--- src/rv_core_macros.svh ---
// width and depth defines for the execute/memory/writeback pipeline
`ifndef RV_CORE_MACROS_SVH
`define RV_CORE_MACROS_SVH

// data path and address width
`define RV_XLEN 32

// register file index width, x0..x31
`define RV_REG_AW 5

// data memory depth in 32-bit words
// byte address bits above the word index wrap around
`define RV_DMEM_WORDS 256

`endif

--- src/rv_core_pkg.sv ---
// shared types for the back half of the pipeline
// opcodes of the execute unit and load/store sizes
package rv_core_pkg;

    // decoded operation seen by execute
    typedef enum logic [3:0] {
        OP_ADD   = 4'd0,
        OP_SUB   = 4'd1,
        OP_AND   = 4'd2,
        OP_OR    = 4'd3,
        OP_XOR   = 4'd4,
        OP_SLL   = 4'd5,
        OP_SRL   = 4'd6,
        OP_SRA   = 4'd7,
        OP_SLT   = 4'd8,  // signed compare
        OP_SLTU  = 4'd9,  // unsigned compare
        OP_LOAD  = 4'd10, // result is the effective address
        OP_STORE = 4'd11
    } ex_op_e;

    // load/store size, same codes as funct3 of LOAD/STORE
    // bit 2 marks zero extension, bits 1:0 the size
    typedef enum logic [2:0] {
        LS_B  = 3'b000,
        LS_H  = 3'b001,
        LS_W  = 3'b010,
        LS_BU = 3'b100,
        LS_HU = 3'b101
    } ls_sel_e;

endpackage

--- src/ex_mem.sv ---
// EX/MEM pipeline register
// async reset to zero, whole register holds on stall
`timescale 1ns/1ps
`include "rv_core_macros.svh"

module ex_mem (
    input  logic                  clk,
    input  logic                  arst_n_i,
    input  logic                  stall_i,
    input  logic                  ex_valid_i,
    input  rv_core_pkg::ex_op_e   ex_op_i,
    input  rv_core_pkg::ls_sel_e  ex_ls_sel_i,
    input  logic [`RV_XLEN-1:0]   ex_pc_i,
    input  logic [`RV_REG_AW-1:0] ex_rd_addr_i,
    input  logic [`RV_XLEN-1:0]   ex_result_i,
    input  logic [`RV_XLEN-1:0]   ex_store_data_i,
    output logic                  mem_valid_o,
    output rv_core_pkg::ex_op_e   mem_op_o,
    output rv_core_pkg::ls_sel_e  mem_ls_sel_o,
    output logic [`RV_XLEN-1:0]   mem_pc_o,
    output logic [`RV_REG_AW-1:0] mem_rd_addr_o,
    output logic [`RV_XLEN-1:0]   mem_result_o,
    output logic [`RV_XLEN-1:0]   mem_store_data_o
);
    import rv_core_pkg::*;

    always_ff @(posedge clk or negedge arst_n_i) begin
        if (!arst_n_i) begin
            mem_valid_o      <= 1'b0;
            mem_op_o         <= OP_ADD; // encodes as zero
            mem_ls_sel_o     <= LS_B;
            mem_pc_o         <= '0;
            mem_rd_addr_o    <= '0;
            mem_result_o     <= '0;
            mem_store_data_o <= '0;
        end else if (!stall_i) begin // stalled edge keeps everything
            mem_valid_o      <= ex_valid_i;
            mem_op_o         <= ex_op_i;
            mem_ls_sel_o     <= ex_ls_sel_i;
            mem_pc_o         <= ex_pc_i;
            mem_rd_addr_o    <= ex_rd_addr_i;
            mem_result_o     <= ex_result_i;
            mem_store_data_o <= ex_store_data_i;
        end
    end

    // an unknown valid would poison both the store enable and the write strobe
    a_valid_known: assert property (
        @(posedge clk) disable iff (!arst_n_i) !$isunknown(mem_valid_o)
    ) else $error("ex_mem: mem_valid_o is X after reset");

endmodule

--- config.mk ---
export PLATFORM = sky130hd
export DESIGN_NAME = ex_mem
export DESIGN_NICKNAME = d
export VERILOG_FILES = /design/src/rv_core_pkg.sv /design/src/ex_mem.sv
export VERILOG_INCLUDE_DIRS = /design/src
export SDC_FILE = /design/constraint.sdc
export NUM_CORES = 1
export LEC_CHECK = 0
export BUFFER_PORTS_ARGS = -buffer_cell sky130_fd_sc_hd__buf_2
export CAP_MARGIN = 20
export CORE_ASPECT_RATIO = 0.8
export CORE_MARGIN = 4
export CORE_UTILIZATION = 44
export CTS_CLUSTER_DIAMETER = 200
export DETAILED_ROUTE_END_ITERATION = 7
export GPL_TIMING_DRIVEN = 0
export PLACE_DENSITY = 0.85
export SETUP_SLACK_MARGIN = 0.5
export SLEW_MARGIN = 10
export SYNTH_ARGS = -nofsm -noshare
export SYNTH_HDL_FRONTEND = slang
export SYNTH_SLANG_ARGS = --single-unit
--- constraint.sdc ---
create_clock -name clk -period 0.9 [get_ports clk]
set_input_delay 0.045 -clock clk [delete_from_list [all_inputs] [get_ports clk]]
set_output_delay 0.045 -clock clk [all_outputs]
set_load 0.02 [all_outputs]
# After elaboration in Yosys (flattened, before gate mapping)
# Cells that the tools add are included.
[totals]
regBits = 109
inputBits = 112
wordCells = 7

# Longest topological paths before layout
[depth]
word_depth = 0
depth_mapped = 4
mapped_depth_nobuf = 1

# Worst setup path after synthesis
# No wires, ideal clock.
[synth_timing]
path_type = "input port to flip-flop"
from = "in stall_i"
to = "reg mem_ls_sel_o[0]"
setup_slack_ns = 0.044
stages = 4
t_required_ns = 0.775
n_path_buf = 3
arrival_ns = 0.731
setup_ns = 0.125
cell_sequence = "buf_6 -> buf_6 -> buf_6 -> mux2_4"
[synth_rtl]
columns = ["item", "line_no", "source"]
rows = [
  ["from (decl)", "ex_mem.sv:9", "input logic stall_i,"],
  ["to (signal assigned)", "ex_mem.sv:39", "mem_ls_sel_o <= ex_ls_sel_i;"],
  ["to (decl)", "ex_mem.sv:19", "output rv_core_pkg::ls_sel_e mem_ls_sel_o,"],
]
# No word-level cell between the ends.

# Worst setup path after layout
[layout_timing]
from = "reg mem_pc_o[10]"
to = "out mem_pc_o[10]"
[layout_rtl]
columns = ["item", "line_no", "source"]
rows = [
  ["from (decl)", "ex_mem.sv:20", "output logic [`RV_XLEN-1:0] mem_pc_o,"],
  ["from (signal assigned)", "ex_mem.sv:40", "mem_pc_o <= ex_pc_i;"],
]
# No word-level cell between the ends.

==> impl_results.md <==
- Post-Synthesis Mean Instance Area: about 18 um2
- Sequential power share: between 40% and 50%
- Worst Skew: 0 ns
- PwrDens: approximately 1900 nW/um2
- Core ar.: ~9000 um2
- TritonCTS clock tree: done
- Final hold slack: -0.359 ns
- Most frequent cells in the layout: buf_6, buf_2, mux2_4, dfrtp_1, dfrtp_2
- Die span in y: around 94 um
- Critical Path RT: roughly 0.85 ns
- Vias per cell: between 4 and 5
- Worst setup SP type: flop
- CP max stage cell: dfrtp_2
- Final setup viols: roughly 130
- Commonest non-fill, non-tap cell in the layout: buf_6
- RSZ-0062 raised after global routing: yes
- Final core utilization: 80.1%
- CTS Buffer Depth: 2
- Combinational share of power: a little over a quarter
- CP max FO: 2
- Num CTS Buffers: 9
- Status: complete, but fails checks
- DRT iter0 DRCs: roughly 130
- Routed Antenna Nets: 0
- Pre-Repair DR Iteration Count: 4
- Syn Std Cell Area: between 4000 and 5000 um2
- Sequential cell area fraction in the yosys report: roughly two thirds
- CTS HTree Levels: 3
- GRT Util Overall: approximately 22%
- Clock transition at the registers of the reported paths: around 0.080 ns
- Later-pin clock latency in the skew report: approximately 0.34 ns
- # port buffers: roughly 220
- Share of layout cells above drive strength 1: 85.8%
- Yosys Warn Count: 0
- Clock root buffer: clkbuf_16
- Worst Setup End Kind: primary output
- Worst vdd ir: about 1.5 mV
- Net total in the final layout: a little over 600
- Vias in the first global route: between 3000 and 4000
- Buffers & Inverters on Critical Path: 1
- Int Pwr: 0.00976 W
- Yosys reg bits: approximately 110
- Die Wd: 116 um
- HP Class: in -> async
- First-pass GRT wire length: 18400 um
- DRC viols: 0
- Clk sink count: between 100 and 150
- DRT Wirelength: ~13000 um
- Layout area overhead: 77.7%
- Full die area: between 10000 and 15000 um2
- Io pins: approximately 220
- Slew HR: roughly 72%
- Min Tclk post-route: around 0.96 ns
- Clock power share: between 20% and 30%
- Max frequency: between 1000 and 1500 MHz
- Number of cell rows: 31
- Max incr delay on CP: between 0.4 and 0.5 ns
- Worst Slack Setup Final: -0.0642 ns
- Arr. time, crit path: between 0.9 and 1 ns
- Filler cells: about 440
- Ant. Diodes: 0
- Post-Synthesis Cells: 230
- P_sw: roughly 0.0037 W
- Switching portion of total power: about 28%
- Worst-path cell chain: buf_6
- Final Max Slew Viols: 0
- Synth Net Count: between 300 and 400
- Least-Margin Pin Slew: ~0.42 ns
- Tcrit/Tclk final: 107%
- Path type of the worst setup path: reg -> out
- Total number of vias: between 3000 and 4000
- Number of library cell types mapped by synthesis: 5
- Violated checks: hold timing, setup timing
- Initial antenna violation count: 0
- Final Hold Viols: between 150 and 200
- Starting Density: between 40 and 50%
- Wire per inst: 21.2 um
- Delay-heaviest family, CP: flip-flops
- Largest net degree at the start of global routing: 61
- # Max-Cap Violations: 0
- GPL Wtd Cong: around 0.73
- Leak: between 3 and 4 nW
- Final HPWL from detailed placement: 7700 um
- Gr ovfl total: 0
-- Yosys cell counts (all sizes together) --
| library cell | n | share of area [%] |
|---|---|---|
| dfrtp | 109 | 67 |
| mux2 | 109 | 31 |
| buf | 12 | 1.9 |
-- path summary, 6_finish.rpt --
kind | cells after the start | slack, ns | start | to
max | 1 | -0.06 | mem_pc_o[10] | mem_pc_o[10]
min | 1 | -0.36 | arst_n_i | mem_pc_o[13]
max reg2reg | 2 | -0.02 | mem_store_data_o[3] | mem_store_data_o[3]
min reg2reg | 1 | 0.53 | mem_result_o[4] | mem_result_o[4]
max in group asynchronous | 2 | 0.60 | arst_n_i | mem_store_data_o[21]
min in group clk | 2 | -0.07 | ex_ls_sel_i[1] | mem_ls_sel_o[1]
-- sequential cells by signal, indices dropped and copies added, names as in the netlist --
register	count
mem_store_data_o	32
mem_op_o	4
mem_ls_sel_o	3
mem_rd_addr_o	5
mem_pc_o	32
mem_result_o	32
mem_valid_o	1
-- power by group through the flow --
stage,clock [W],combinational (W),sequential (W)
global route,0.00430,0.00380,0.00592
CTS,0.00405,0.00333,0.00580
global placement,0,0.00231,0.00571
finish,0.00400,0.00362,0.00587
detailed placement,0,0.00239,0.00575
floorplan,0,0.000747,0.00637
-- cells by family (layout without fill, tap and decap cells) --
family / Yosys count / in the layout / synth area share, %
flip-flops: 109 / 109 / 67.0
buffers and inverters: 12 / 296 / 1.94
multiplexers: 109 / 109 / 31.1
-- worst register-to-register path: stages (launching register included) --
cell     delay, ns
dfrtp_2       0.43
buf_6         0.12
mux2_4        0.26
-- repair_timing --
action / CTS / global route
setup endpoints to repair: 218 / 229
hold endpoints to repair: 158 / 158
buffers inserted: 28 / 20
gates resized for setup: 271 / 42
-- final cells by class --
type,count,area [um2],area share [%]
multi-input combinational,109,1610,22.3
buffer,12,90.1,1.25
timing repair buffer,268,2320,32.0
tap,115,144,1.99
clock buffer,9,225,3.11
clock inverter,7,76.3,1.05
sequential,109,2770,38.3
-- metrics by stage --
step	total power (W)	setup WS [ns]	area (um2)	std cells	setup TNS (ns)
final	0.0135	-0.0642	7240	629	-3.82
after global routing	0.0140	-0.0887	7240	629	-7.43
after CTS	0.0132	-0.0525	6930	609	-3.85
after detailed placement	0.00815	-0.0971	5540	565	-3.77
after global placement	0.00802	-1.52	5500	564	-152.67
after floorplan	0.00712	0.0651	4260	230	0
-- metal layers --
layer	track usage, %	up-vias	routed length, um
met5	0	-	0
met4	6.55	0	231
met3	7.08	21	1020
met2	41.0	143	7360
met1	24.8	1557	4720
li1	-	1361	-
Note: power is estimated with default switching activity, not from simulation.
