<file path="src/rv_core_macros.svh">
// width and depth defines for the execute/memory/writeback pipeline
`ifndef RV_CORE_MACROS_SVH
`define RV_CORE_MACROS_SVH

// data path and address width
`define RV_XLEN 32

// register file index width, x0..x31
`define RV_REG_AW 5

// data memory depth in 32-bit words
// byte address bits above the word index wrap around
`define RV_DMEM_WORDS 256

`endif

</file>
<file path="src/rv_core_pkg.sv">
// shared types for the back half of the pipeline
// opcodes of the execute unit and load/store sizes
package rv_core_pkg;

    // decoded operation seen by execute
    typedef enum logic [3:0] {
        OP_ADD   = 4'd0,
        OP_SUB   = 4'd1,
        OP_AND   = 4'd2,
        OP_OR    = 4'd3,
        OP_XOR   = 4'd4,
        OP_SLL   = 4'd5,
        OP_SRL   = 4'd6,
        OP_SRA   = 4'd7,
        OP_SLT   = 4'd8,  // signed compare
        OP_SLTU  = 4'd9,  // unsigned compare
        OP_LOAD  = 4'd10, // result is the effective address
        OP_STORE = 4'd11
    } ex_op_e;

    // load/store size, same codes as funct3 of LOAD/STORE
    // bit 2 marks zero extension, bits 1:0 the size
    typedef enum logic [2:0] {
        LS_B  = 3'b000,
        LS_H  = 3'b001,
        LS_W  = 3'b010,
        LS_BU = 3'b100,
        LS_HU = 3'b101
    } ls_sel_e;

endpackage

</file>
<file path="src/mem_wb.sv">
// writeback side: load alignment and sign/zero extension
// plus the registered register-file write port
`timescale 1ns/1ps
`include "rv_core_macros.svh"

module mem_wb (
    input  logic                  clk,
    input  logic                  arst_n_i,
    input  logic                  stall_i,
    input  logic                  wb_valid_i,
    input  rv_core_pkg::ex_op_e   wb_op_i,
    input  rv_core_pkg::ls_sel_e  wb_ls_sel_i,
    input  logic [`RV_XLEN-1:0]   wb_pc_i,
    input  logic [`RV_REG_AW-1:0] wb_rd_addr_i,
    input  logic [`RV_XLEN-1:0]   wb_result_i,
    input  logic [1:0]            wb_offset_i,
    input  logic [`RV_XLEN-1:0]   rdata_i,
    output logic                  wb_we_o,
    output logic [`RV_REG_AW-1:0] wb_addr_o,
    output logic [`RV_XLEN-1:0]   wb_data_o,
    output logic [`RV_XLEN-1:0]   wb_pc_o
);
    import rv_core_pkg::*;

    logic [`RV_XLEN-1:0] shifted;
    logic [`RV_XLEN-1:0] load_val;
    logic [`RV_XLEN-1:0] wdata;

    // addressed byte/halfword down to bit 0
    assign shifted = rdata_i >> {wb_offset_i, 3'b000};

    always_comb begin
        case (wb_ls_sel_i)
            LS_B:    load_val = {{(`RV_XLEN-8){shifted[7]}}, shifted[7:0]};
            LS_H:    load_val = {{(`RV_XLEN-16){shifted[15]}}, shifted[15:0]};
            LS_BU:   load_val = {{(`RV_XLEN-8){1'b0}}, shifted[7:0]};
            LS_HU:   load_val = {{(`RV_XLEN-16){1'b0}}, shifted[15:0]};
            default: load_val = shifted; // LS_W
        endcase
    end

    assign wdata = (wb_op_i == OP_LOAD) ? load_val : wb_result_i;

    always_ff @(posedge clk or negedge arst_n_i) begin
        if (!arst_n_i) begin
            wb_we_o   <= 1'b0;
            wb_addr_o <= '0;
            wb_data_o <= '0;
            wb_pc_o   <= '0;
        end else if (stall_i) begin
            wb_we_o <= 1'b0; // no strobe after a stalled edge
        end else begin
            wb_we_o   <= wb_valid_i && (wb_op_i != OP_STORE);
            wb_addr_o <= wb_rd_addr_i;
            wb_data_o <= wdata;
            wb_pc_o   <= wb_pc_i;
        end
    end

    a_no_we_after_stall: assert property (
        @(posedge clk) disable iff (!arst_n_i) $past(stall_i) |-> !wb_we_o
    ) else $error("mem_wb: write strobe after a stalled edge");

endmodule

</file>
<file path="config.mk">
export PLATFORM = sky130hd
export DESIGN_NAME = mem_wb
export DESIGN_NICKNAME = d
export VERILOG_FILES = /design/src/rv_core_pkg.sv /design/src/mem_wb.sv
export VERILOG_INCLUDE_DIRS = /design/src
export SDC_FILE = /design/constraint.sdc
export NUM_CORES = 1
export LEC_CHECK = 0
export BUFFER_PORTS_ARGS = -buffer_cell sky130_fd_sc_hd__buf_2
export CAP_MARGIN = 0
export CELL_PAD_IN_SITES_DETAIL_PLACEMENT = 1
export CELL_PAD_IN_SITES_GLOBAL_PLACEMENT = 1
export CORE_MARGIN = 4
export CORE_UTILIZATION = 30
export DETAILED_ROUTE_END_ITERATION = 12
export HOLD_SLACK_MARGIN = 0.08
export PLACE_DENSITY_LB_ADDON = 0.1
export SYNTH_ARGS = -nofsm -noshare
export SYNTH_HDL_FRONTEND = slang
export SYNTH_SLANG_ARGS = --single-unit
</file>
<file path="constraint.sdc">
create_clock -name clk -period 0.8 [get_ports clk]
set_input_delay 0.16 -clock clk [delete_from_list [all_inputs] [get_ports clk]]
set_output_delay 0.16 -clock clk [all_outputs]
set_load 0.02 [all_outputs]
</file>
Word level (Yosys, flattened, before mapping)
Index checks and enable logic that the tools add are counted.
- memories kept: 0
- bits in writable memories: 0
- flip-flop bits (word level): 70
- output and inout bits: 70
- word-level logic and storage cells: 15
- ROM bits: 0
- bits in latches: 0
- bits of input ports: 114
- divide/modulo/power cells: 0
- muxes and demuxes: 3
- add/subtract/negate cells: 0
- magnitude comparators: 0
- shift operators: 1
- bitwise gates (word level): 0
- $mul: 0
- reductions and logical operators: 2
- eq/ne operators: 5
- operators by type and width (cell ; number):
    one-hot mux 32 bit (4 select lines) ; 1
    2-to-1 mux 32 bit ; 1
    >> shifter 32 x 5 -> 32 bit ; 1
    == test 3 bit, second input constant ; 2
    == test 4 bit, second input constant ; 1
    != test 4 bit, second input constant ; 1
    == test 3 x 1 -> 1 bit, second input constant ; 1
    zero test 3 bit ; 1
    logical AND 1 bit ; 1
    2-to-1 mux 1 bit ; 1

Logic depth before layout (Yosys ltp)
Gate-level depths: netlist of the first run.
- depth after elaboration: 3
- depth in mapped cells: 7
- depth with buffers taken out: 4

Worst setup path before layout of the first run
Ideal clock, no wire load.
- path kind: input to register
- start: input port wb_offset_i[1]
- end: register wb_data_o[21]
- stages on the path: 6
- arrival time: 1.559 ns
- library setup time: 0.128 ns
- buffers on the path: 2
- required time: 0.672 ns
- slack: -0.887 ns
- cells stage by stage: buf_6 mux4_2 nor3b_4 a311oi_4 buf_6 a22oi_2
- word-level cells in the longest chain between the ends: 3
- ends and longest elaborated chain (what ; RTL line ; text):
    start: declaration ; mem_wb.sv:16 ; input logic [1:0] wb_offset_i,
    >> shifter 32 x 5 -> 32 bit ; mem_wb.sv:30 ; assign shifted = rdata_i >> {wb_offset_i, 3'b000};
    one-hot mux 32 bit (4 select lines) ; mem_wb.sv:33 ; case (wb_ls_sel_i)
    2-to-1 mux 32 bit ; mem_wb.sv:42 ; assign wdata = (wb_op_i == OP_LOAD) ? load_val : wb_result_i;
    end signal: assignment ; mem_wb.sv:55 ; wb_data_o <= wdata;
    end: declaration ; mem_wb.sv:20 ; output logic [`RV_XLEN-1:0] wb_data_o,
Every way passes these cells.
A chain may end at the register's enable or synchronous reset.

Worst setup path after layout of the first run
- start: input port wb_offset_i[1]
- end: register wb_data_o[17]
The elaborated chain is that of the path after synthesis.

==> results of run 1 <==
kinds of logic (layout without fill, tap and decap cells):
group,count (synthesis),after routing,share of synthesized area [%]
flip-flops,70,70,51.6
multiplexers,69,69,25.3
buffers and inverters,24,297,3.35
AO/OA/AOI/OAI,66,66,12.6
AND/OR/NAND/NOR,53,54,7.19
cell type report:
class                           count  area (µm²)
Clock buffer                       10         229
Clock inverter                      6        70.1
Fill cell                        1169        4640
Inverter                            1        3.75
Multi-Input combinational cell    189        1770
Sequential cell                    70        1760
Tap cell                          140         175
Timing Repair Buffer              280        2290
critical path, cell delays in order:
cell and delay [ns]:
buf_8 0.09, mux4_2 0.50, nor3b_4 0.18, a311oi_4 0.25
buf_6 0.19, a22oi_1 0.09
flip-flops by register name, summed over array words and instances, names as in the netlist:
signal     flops
wb_addr_o      5
wb_pc_o       32
wb_we_o        1
wb_data_o     32
repair_timing:
| action | CTS | global route |
|---|---|---|
| cloned | 0 | 3 |
| hold endpoints to repair | 107 | 33 |
| buffers inserted | 26 | 15 |
| resized for setup | 168 | 29 |
| pin swaps | 3 | 4 |
| endpoints found under the setup margin | 102 | 119 |
cells in the final DEF, fill, tap and decap left out, types with 5 or more instances in the layout:
cell type,netlist,final
o21ai_0,17,8
o2bb2ai_1,7,7
buf_2,7,106
nand2_1,41,41
dfrtp_1,70,67
mux4_2,5,5
a21oi_2,0,16
buf_6,2,88
o21ai_1,0,9
mux2_2,45,8
clkbuf_16,0,11
buf_4,0,75
mux2_4,0,37
buf_12,0,6
o22ai_1,16,16
mux2i_1,16,15
per-stage QoR:
stage	std cells	TNS [ns]	hold slack, ns	worst slack [ns]	area (µm²)
floorplan	282	-22.79	-0.136	-0.820	3660
global placement	635	-34.78	0.0468	-0.865	4990
detailed placement	635	-36.14	0.0488	-0.892	4990
CTS	679	-30.18	0.0489	-0.510	6040
global route	696	-33.59	0.0500	-0.510	6300
finish	696	-29.55	0.0595	-0.461	6300
routing by layer:
metal  share of wire, %  vias to the layer above  GRT usage (%)
li1                   -                     1576              -
met1                 40                     1665           24.1
met2                 53                      114           34.6
met3                5.6                       18           3.91
met4                1.4                        2           5.23
met5              0.053                        -              0
worst paths after layout:
path	startpoint	endpoint	slack [ns]	cells past startpoint
hold / removal	wb_pc_i[29]	wb_pc_o[29]	0.06	2
min in group asynchronous	arst_n_i	wb_pc_o[0]	0.24	2
hold reg to reg	wb_data_o[0]	wb_data_o[0]	0.51	2
setup / recovery	wb_offset_i[1]	wb_data_o[17]	-0.46	6
setup reg to reg	wb_addr_o[4]	wb_addr_o[4]	-0.10	2
max in group asynchronous	arst_n_i	wb_data_o[10]	0.17	3
power groups by stage:
stage | sequential (mW) | combinational (mW) | clock, mW
floorplan | 4.60 | 0.927 | 0
global placement | 4.14 | 2.45 | 0
detailed placement | 4.16 | 2.49 | 0
CTS | 4.18 | 3.18 | 4.11
global route | 4.24 | 3.56 | 4.27
finish | 4.20 | 3.33 | 4.01
==> impl_summary.log, run 1 <==
[metrics] result of the run: finished, violations left
[metrics] violations in the final reports: setup timing
[metrics] number of hold violations in the final report: 0
[metrics] Worst Hold Class: in2reg
[metrics] part of the Yosys area used for sequential elements: around 52%
[metrics] DP HPWL: between 9000 and 10000 µm
[metrics] Slew Viols, Final: 0
[metrics] area fraction of the dominant cell type after synthesis: about half
[metrics] Post-CTS Hold Buffers: 2
[metrics] number of DRC markers after the initial detailed-route iteration: roughly 140
[metrics] number of clock buffers inserted by TritonCTS: 9
[metrics] number of global-route vias before repair: ~3.7k
[metrics] count of unresolved DRC violations after routing: 0
[metrics] synth top area cells: dfrtp_1 52%, mux2_2 15%, mux2i_1 4.7%, nand2_1 4.5%, mux4_2 3.3%
[metrics] die area: 13100 µm²
[metrics] share of cells above drive strength 1: roughly two thirds
[metrics] endpoint arrival time on the critical path: approximately 1.5 ns
[metrics] total design power: around 12 mW
[metrics] number of H-tree levels: 3
[metrics] worst max-slew margin expressed relative to the limit: approximately three quarters
[metrics] Antenna Violating Nets Remaining: 0
[metrics] worst-skew pair later-pin latency: 0.32 ns
[metrics] Setup WS post-layout: -0.461 ns
[metrics] leakage power: approximately 3.1 nW
[metrics] layout overhead on the synthesized area: 85.4%
[metrics] leading cell type by number of instances after synthesis: dfrtp_1
[metrics] maximum ir drop on the vdd rail: ~0.92 mV
[metrics] max-capacitance violation count: 0
[metrics] final worst path period share: 158%
[metrics] Worst-Margin Slew: 0.356 ns
[metrics] net count of the mapped netlist: a little under 400
[metrics] clock tree sinks: 70
[metrics] worst setup path class: in2reg
[metrics] post-synthesis async set-or-reset flop share: 100%
[metrics] Max clock buf depth: 2
[metrics] count of vias placed by the detailed router: ~3.4k
[metrics] Critical Path RT: 1.00 ns
[metrics] distinct cell type count of the synthesized netlist: 26
[metrics] Vert. Die Dim: about 110 µm
[metrics] global-route usage over all layers: 19.5%
[metrics] Ys Warns: 0
[metrics] Routed Wire Length: 13100 µm
[metrics] proportion of power drawn by combinational gates: between 20% and 30%
[metrics] share of the core filled with cells: between 50% and 60%
[metrics] placeable core region: about 11000 µm²
[metrics] average routed wire per standard cell: around 19 µm
[metrics] post-layout minimum cycle time: around 1.3 ns
[metrics] maximum number of pins on one net before global-route repair: 29
[metrics] internal power contribution: 8.25 mW
[metrics] crit start category: input port
[metrics] Crit Path Max Fanout: 8
[metrics] Post-Synthesis Cell Area: 3400 µm²
[metrics] root buf cell: clkbuf_16
[metrics] Antenna diodes: 0
[metrics] power per unit of standard cell area: ~1800 nW/µm²
[metrics] Chip Width: about 110 µm
[metrics] clock tree from TritonCTS: built
[metrics] syn avg cell area: roughly 12 µm²
[metrics] cell count after synthesis: between 200 and 300
[metrics] most common flop cell mapped by yosys: dfrtp_1
[metrics] Clock transition at path regs: ~0.06 ns
[metrics] starting utilization of the core area: between 30% and 40%
[metrics] count of flip-flops with a built-in enable after synthesis: 0
[metrics] placer's final routability congestion estimate: between 0.7 and 0.8
[metrics] final net count: approximately 670
[metrics] # rows: 38
[metrics] number of antenna violations at the first check in global routing: 1
[metrics] endpoint kind of the worst setup timing path: flip-flop
[metrics] switching share of power: between 20% and 30%
[metrics] Net Sw Power: approximately 3.3 mW
[metrics] commonest cells in the synthesized netlist: 70 x dfrtp_1, 45 x mux2_2, 41 x nand2_1, 17 x a21oi_1, 17 x o21ai_0
[metrics] I/O pins: about 180
[metrics] setup-violating endpoint count in the final report: 123
[metrics] number of synthesized register bits: 70
[metrics] cell taking the most area after synthesis: dfrtp_1
[metrics] GRT Residual Overflow: 0
[metrics] maximum frequency from static timing analysis: 0.793 GHz
[metrics] buffers added on ports: 183
[metrics] power share of the clock group: between 30% and 40%
[metrics] number of detailed-routing iterations run before antenna repair: 4
[metrics] wire length of the first global-routing pass: 19700 µm
[metrics] via/cell ratio: between 4 and 5
[metrics] part of the total power dissipated in sequential elements: a little over a third
[metrics] RSZ-0062 raised after global routing: true
[metrics] Worst Skew: 0 ns
Note: power is estimated with default switching activity, not from simulation.
==> run 2: changes to the inputs <==
- ABC_AREA: default -> 1
- CORE_UTILIZATION: 30 -> 28
- CTS_CLUSTER_SIZE: default -> 30
==> run 2 against run 1 <==
The flow still finishes with violations (setup timing); final area is 15% higher; fmax is 19% higher; power is 7.5% higher; core utilization is 1.4 points lower; setup slack better by 0.20 ns; sequential cell count stayed put; synthesized cell count is 83% higher; sequential power is 1% lower; final cell count is 41% higher; non-clock buffer count is 28 higher; critical endpoint is now wb_data_o[31]; highest routed layer is now met4.
==> impl_summary.log, run 2 <==
[metrics] violations in the final reports: setup timing
[metrics] cell depth of the worst setup path: 1 (-5)
[metrics] Ys Warns: 0 (unchanged)
[metrics] number of H-tree levels: 3 (unchanged)
[metrics] final worst path period share: 133% (-25 points)
[metrics] leading cell type in the layout, fill and taps excluded: nand2_1
[metrics] number of hold violations in the final report: 0 (unchanged)
[metrics] via/cell ratio: 4.69 (-3.3%)
[metrics] post-synthesis async set-or-reset flop share: 100% (unchanged)
[metrics] Clock transition at path regs: 0.06 ns (about the same)
[metrics] post-layout minimum cycle time: 1.06 ns (-0.199 ns)
[metrics] power per unit of standard cell area: 1720 nW/µm² (-6.1%)
[metrics] DP HPWL: 10800 µm (+13%)
[metrics] RSZ-0062 raised after global routing: true
[metrics] # rows: 41 (+7.9%)
[metrics] number of synthesized register bits: 70 (unchanged)
[metrics] final net count: 919 (+38%)
[metrics] starting utilization of the core area: 28.9% (-2.1 points)
[metrics] Crit Path Max Fanout: 2 (-6)
[metrics] placer's final routability congestion estimate: 0.781 (-0.85%)
[metrics] Vert. Die Dim: 123 µm (+7.7%)
[metrics] cell type of the slowest stage on the worst timing path: dfrtp_1
[metrics] endpoint kind of the worst setup timing path: output port
[metrics] setup-violating endpoint count in the final report: 91 (-26%)
[metrics] Routed Wire Length: 17700 µm (+35%)
[metrics] count of vias placed by the detailed router: 4598 (+36%)
[metrics] area of placed instances: 5030 µm² (+0.80%)
[metrics] share of cells above drive strength 1: 47.8% (-19 points)
[metrics] Post-Synthesis Cell Area: 3710 µm² (+9.3%)
[metrics] I/O pins: 184 (unchanged)
[metrics] cell count after synthesis: 515 (+83%)
[metrics] Antenna diodes: 0 (unchanged)
[metrics] cell taking the most area after synthesis: dfrtp_1
[metrics] area fraction of the dominant cell type after synthesis: 47.2% (-4.4 points)
[metrics] # fillers: 1531 (+31%)
[metrics] Slew Viols, Final: 0 (unchanged)
[metrics] maximum ir drop on the vdd rail: 0.762 mV (-17%)
[metrics] R2R cell count: 4 (+2)
[metrics] Worst Skew: 0 ns (unchanged)
[metrics] Chip Width: 123 µm (+7.7%)
[metrics] commonest cells in the synthesized netlist: 241 x nand2_1, 70 x dfrtp_1, 60 x nor2_1, 32 x nand3_1, 23 x a21oi_1
[metrics] distinct cell type count of the synthesized netlist: 26 (unchanged)
[metrics] Antenna Violating Nets Remaining: 0 (unchanged)
[metrics] number of detailed-routing iterations run before antenna repair: 4 (unchanged)
[metrics] die area: 15200 µm² (+16%)
[metrics] worst max-slew margin expressed relative to the limit: 80.1% (+3.8 points)
[metrics] Hold Path Depth: 3 (+1)
[metrics] Critical Path RT: 0.64 ns (-0.36 ns)
[metrics] synth top area cells: dfrtp_1 47%, nand2_1 24%, nor2_1 6.1%, nand3_1 4.3%, a21oi_1 3.1%
[metrics] biggest registers after layout: wb_data_o (32), wb_pc_o (32), wb_addr_o (5)
[metrics] max-capacitance violation count: 0 (unchanged)
[metrics] result of the run: finished, violations left
[metrics] clock tree from TritonCTS: built
[metrics] total design power: 12.4 mW (+7.5%)
[metrics] root buf cell: clkbuf_16
[metrics] count of flip-flops with a built-in enable after synthesis: 0 (unchanged)
[metrics] worst setup path class: reg2out
[metrics] average routed wire per standard cell: 18.0 µm (-4.4%)
[metrics] Worst-Margin Slew: 0.299 ns (-0.0568 ns)
[metrics] placeable core region: 12800 µm² (+17%)
[metrics] maximum frequency from static timing analysis: 0.941 GHz (+19%)
[metrics] buffers added on ports: 183 (unchanged)
[metrics] layout overhead on the synthesized area: 94.2%
[metrics] syn avg cell area: 7.21 µm² (-40%)
[metrics] leakage power: 3.63 nW (+18%)
[metrics] number of antenna violations at the first check in global routing: 0 (-1)
[metrics] number of clock buffers inserted by TritonCTS: 9 (unchanged)
[metrics] largest delay contributor family on the critical path: flip-flops
[metrics] Setup WS post-layout: -0.262 ns (+0.199 ns)
[metrics] part of the Yosys area used for sequential elements: 47.2% (-4.4 points)
[metrics] wire length of the first global-routing pass: 25700 µm (+31%)
[metrics] worst-case setup slack after placement: -0.486 ns (+0.406 ns)
[metrics] Max clock buf depth: 2 (unchanged)
[metrics] worst-case register-to-register setup slack: -0.14 ns (-0.04 ns)
[metrics] minimum hold slack: 0.123 ns (+0.0636 ns)
[metrics] Non-Filler Cell Area, Final: 7210 µm² (+15%)
[metrics] Worst path max stage delay: 0.41 ns (-0.09 ns)
[metrics] number of global-route vias before repair: 4944 (+33%)
[metrics] maximum number of pins on one net before global-route repair: 45 (+55%)
[metrics] GRT Residual Overflow: 0 (unchanged)
[metrics] count of unresolved DRC violations after routing: 0 (unchanged)
[metrics] clock tree sinks: 70 (unchanged)
[metrics] cell-by-cell listing of the critical path: buf_6
[metrics] crit start category: flip-flop
[metrics] critical path buffer and inverter count: 1 (-1)
[metrics] endpoint arrival time on the critical path: 0.90 ns (-0.56 ns)
[metrics] worst-skew pair later-pin latency: 0.34 ns (+0.02 ns)
[metrics] net count of the mapped netlist: 629 (+59%)
[metrics] number of DRC markers after the initial detailed-route iteration: 221 (+63%)
[metrics] leading cell type by number of instances after synthesis: nand2_1
[metrics] global-route usage over all layers: 21.9% (+2.4 points)
[metrics] most common flop cell mapped by yosys: dfrtp_1
[metrics] most frequent cells in the layout: 217 x nand2_1, 109 x buf_2, 79 x buf_6
[metrics] Worst Hold Class: in2reg
-- run 2: cell families (layout without fill, tap and decap cells) --
group           count (synthesis)  after routing  synth area share [%]
compound gates                 56             56                  7.68
buf+inv                        40            332                  6.54
flops                          70             70                  47.2
simple gates                  349            351                  38.6
-- run 2: area by class of cell --
cell class	instances	area (µm²)	share of cell area (%)
Multi-Input combinational cell	407	2150	29.8
Timing Repair Buffer	308	2690	37.3
Sequential cell	70	1750	24.3
Clock buffer	11	243	3.37
Clock inverter	4	95.1	1.32
Inverter	9	68.8	0.954
Tap cell	172	215	2.98
-- run 2: repair_timing --
item | in CTS | in global routing
hold buffers | 39 | 0
gates cloned | 4 | 3
pin swaps | 25 | 35
resized for setup | 198 | 88
hold endpoints to repair | 108 | 0
endpoints found under the setup margin | 98 | 103
setup buffers | 23 | 30
-- run 2: final timing paths --
check	from	end
worst min-delay path	wb_result_i[3]	wb_data_o[3]
worst min register to register	wb_pc_o[25]	wb_pc_o[25]
max in group asynchronous	arst_n_i	wb_data_o[4]
worst max-delay path	wb_data_o[31]	wb_data_o[31]
worst max register to register	wb_pc_o[6]	wb_pc_o[6]
min in group asynchronous	arst_n_i	wb_pc_o[2]
-- run 2: power breakdown --
part	switching [mW]	internal (mW)
combinational	1.80	1.81
sequential	0.268	3.88
clock	1.54	3.11
total	3.60	8.80
-- run 2: routing by layer --
metal | up-vias | share of wire (%) | track usage [%]
li1 | 2212 | - | -
met2 | 126 | 53 | 38.5
met5 | - | 0 | 0
met4 | 0 | 1.4 | 6.16
met3 | 18 | 5.4 | 5.03
met1 | 2242 | 41 | 26.8
-- run 2: per-stage QoR --
stage | TNS (ns) | utilization [%] | std cells
after floorplan | -6.02 | - | 515
after global placement | -15.99 | 39.2 | 872
after detailed placement | -17.89 | 39.2 | 872
after CTS | -16.89 | 51.7 | 953
after global routing | -20.17 | 56.2 | 981
final | -17.11 | 56.2 | 981
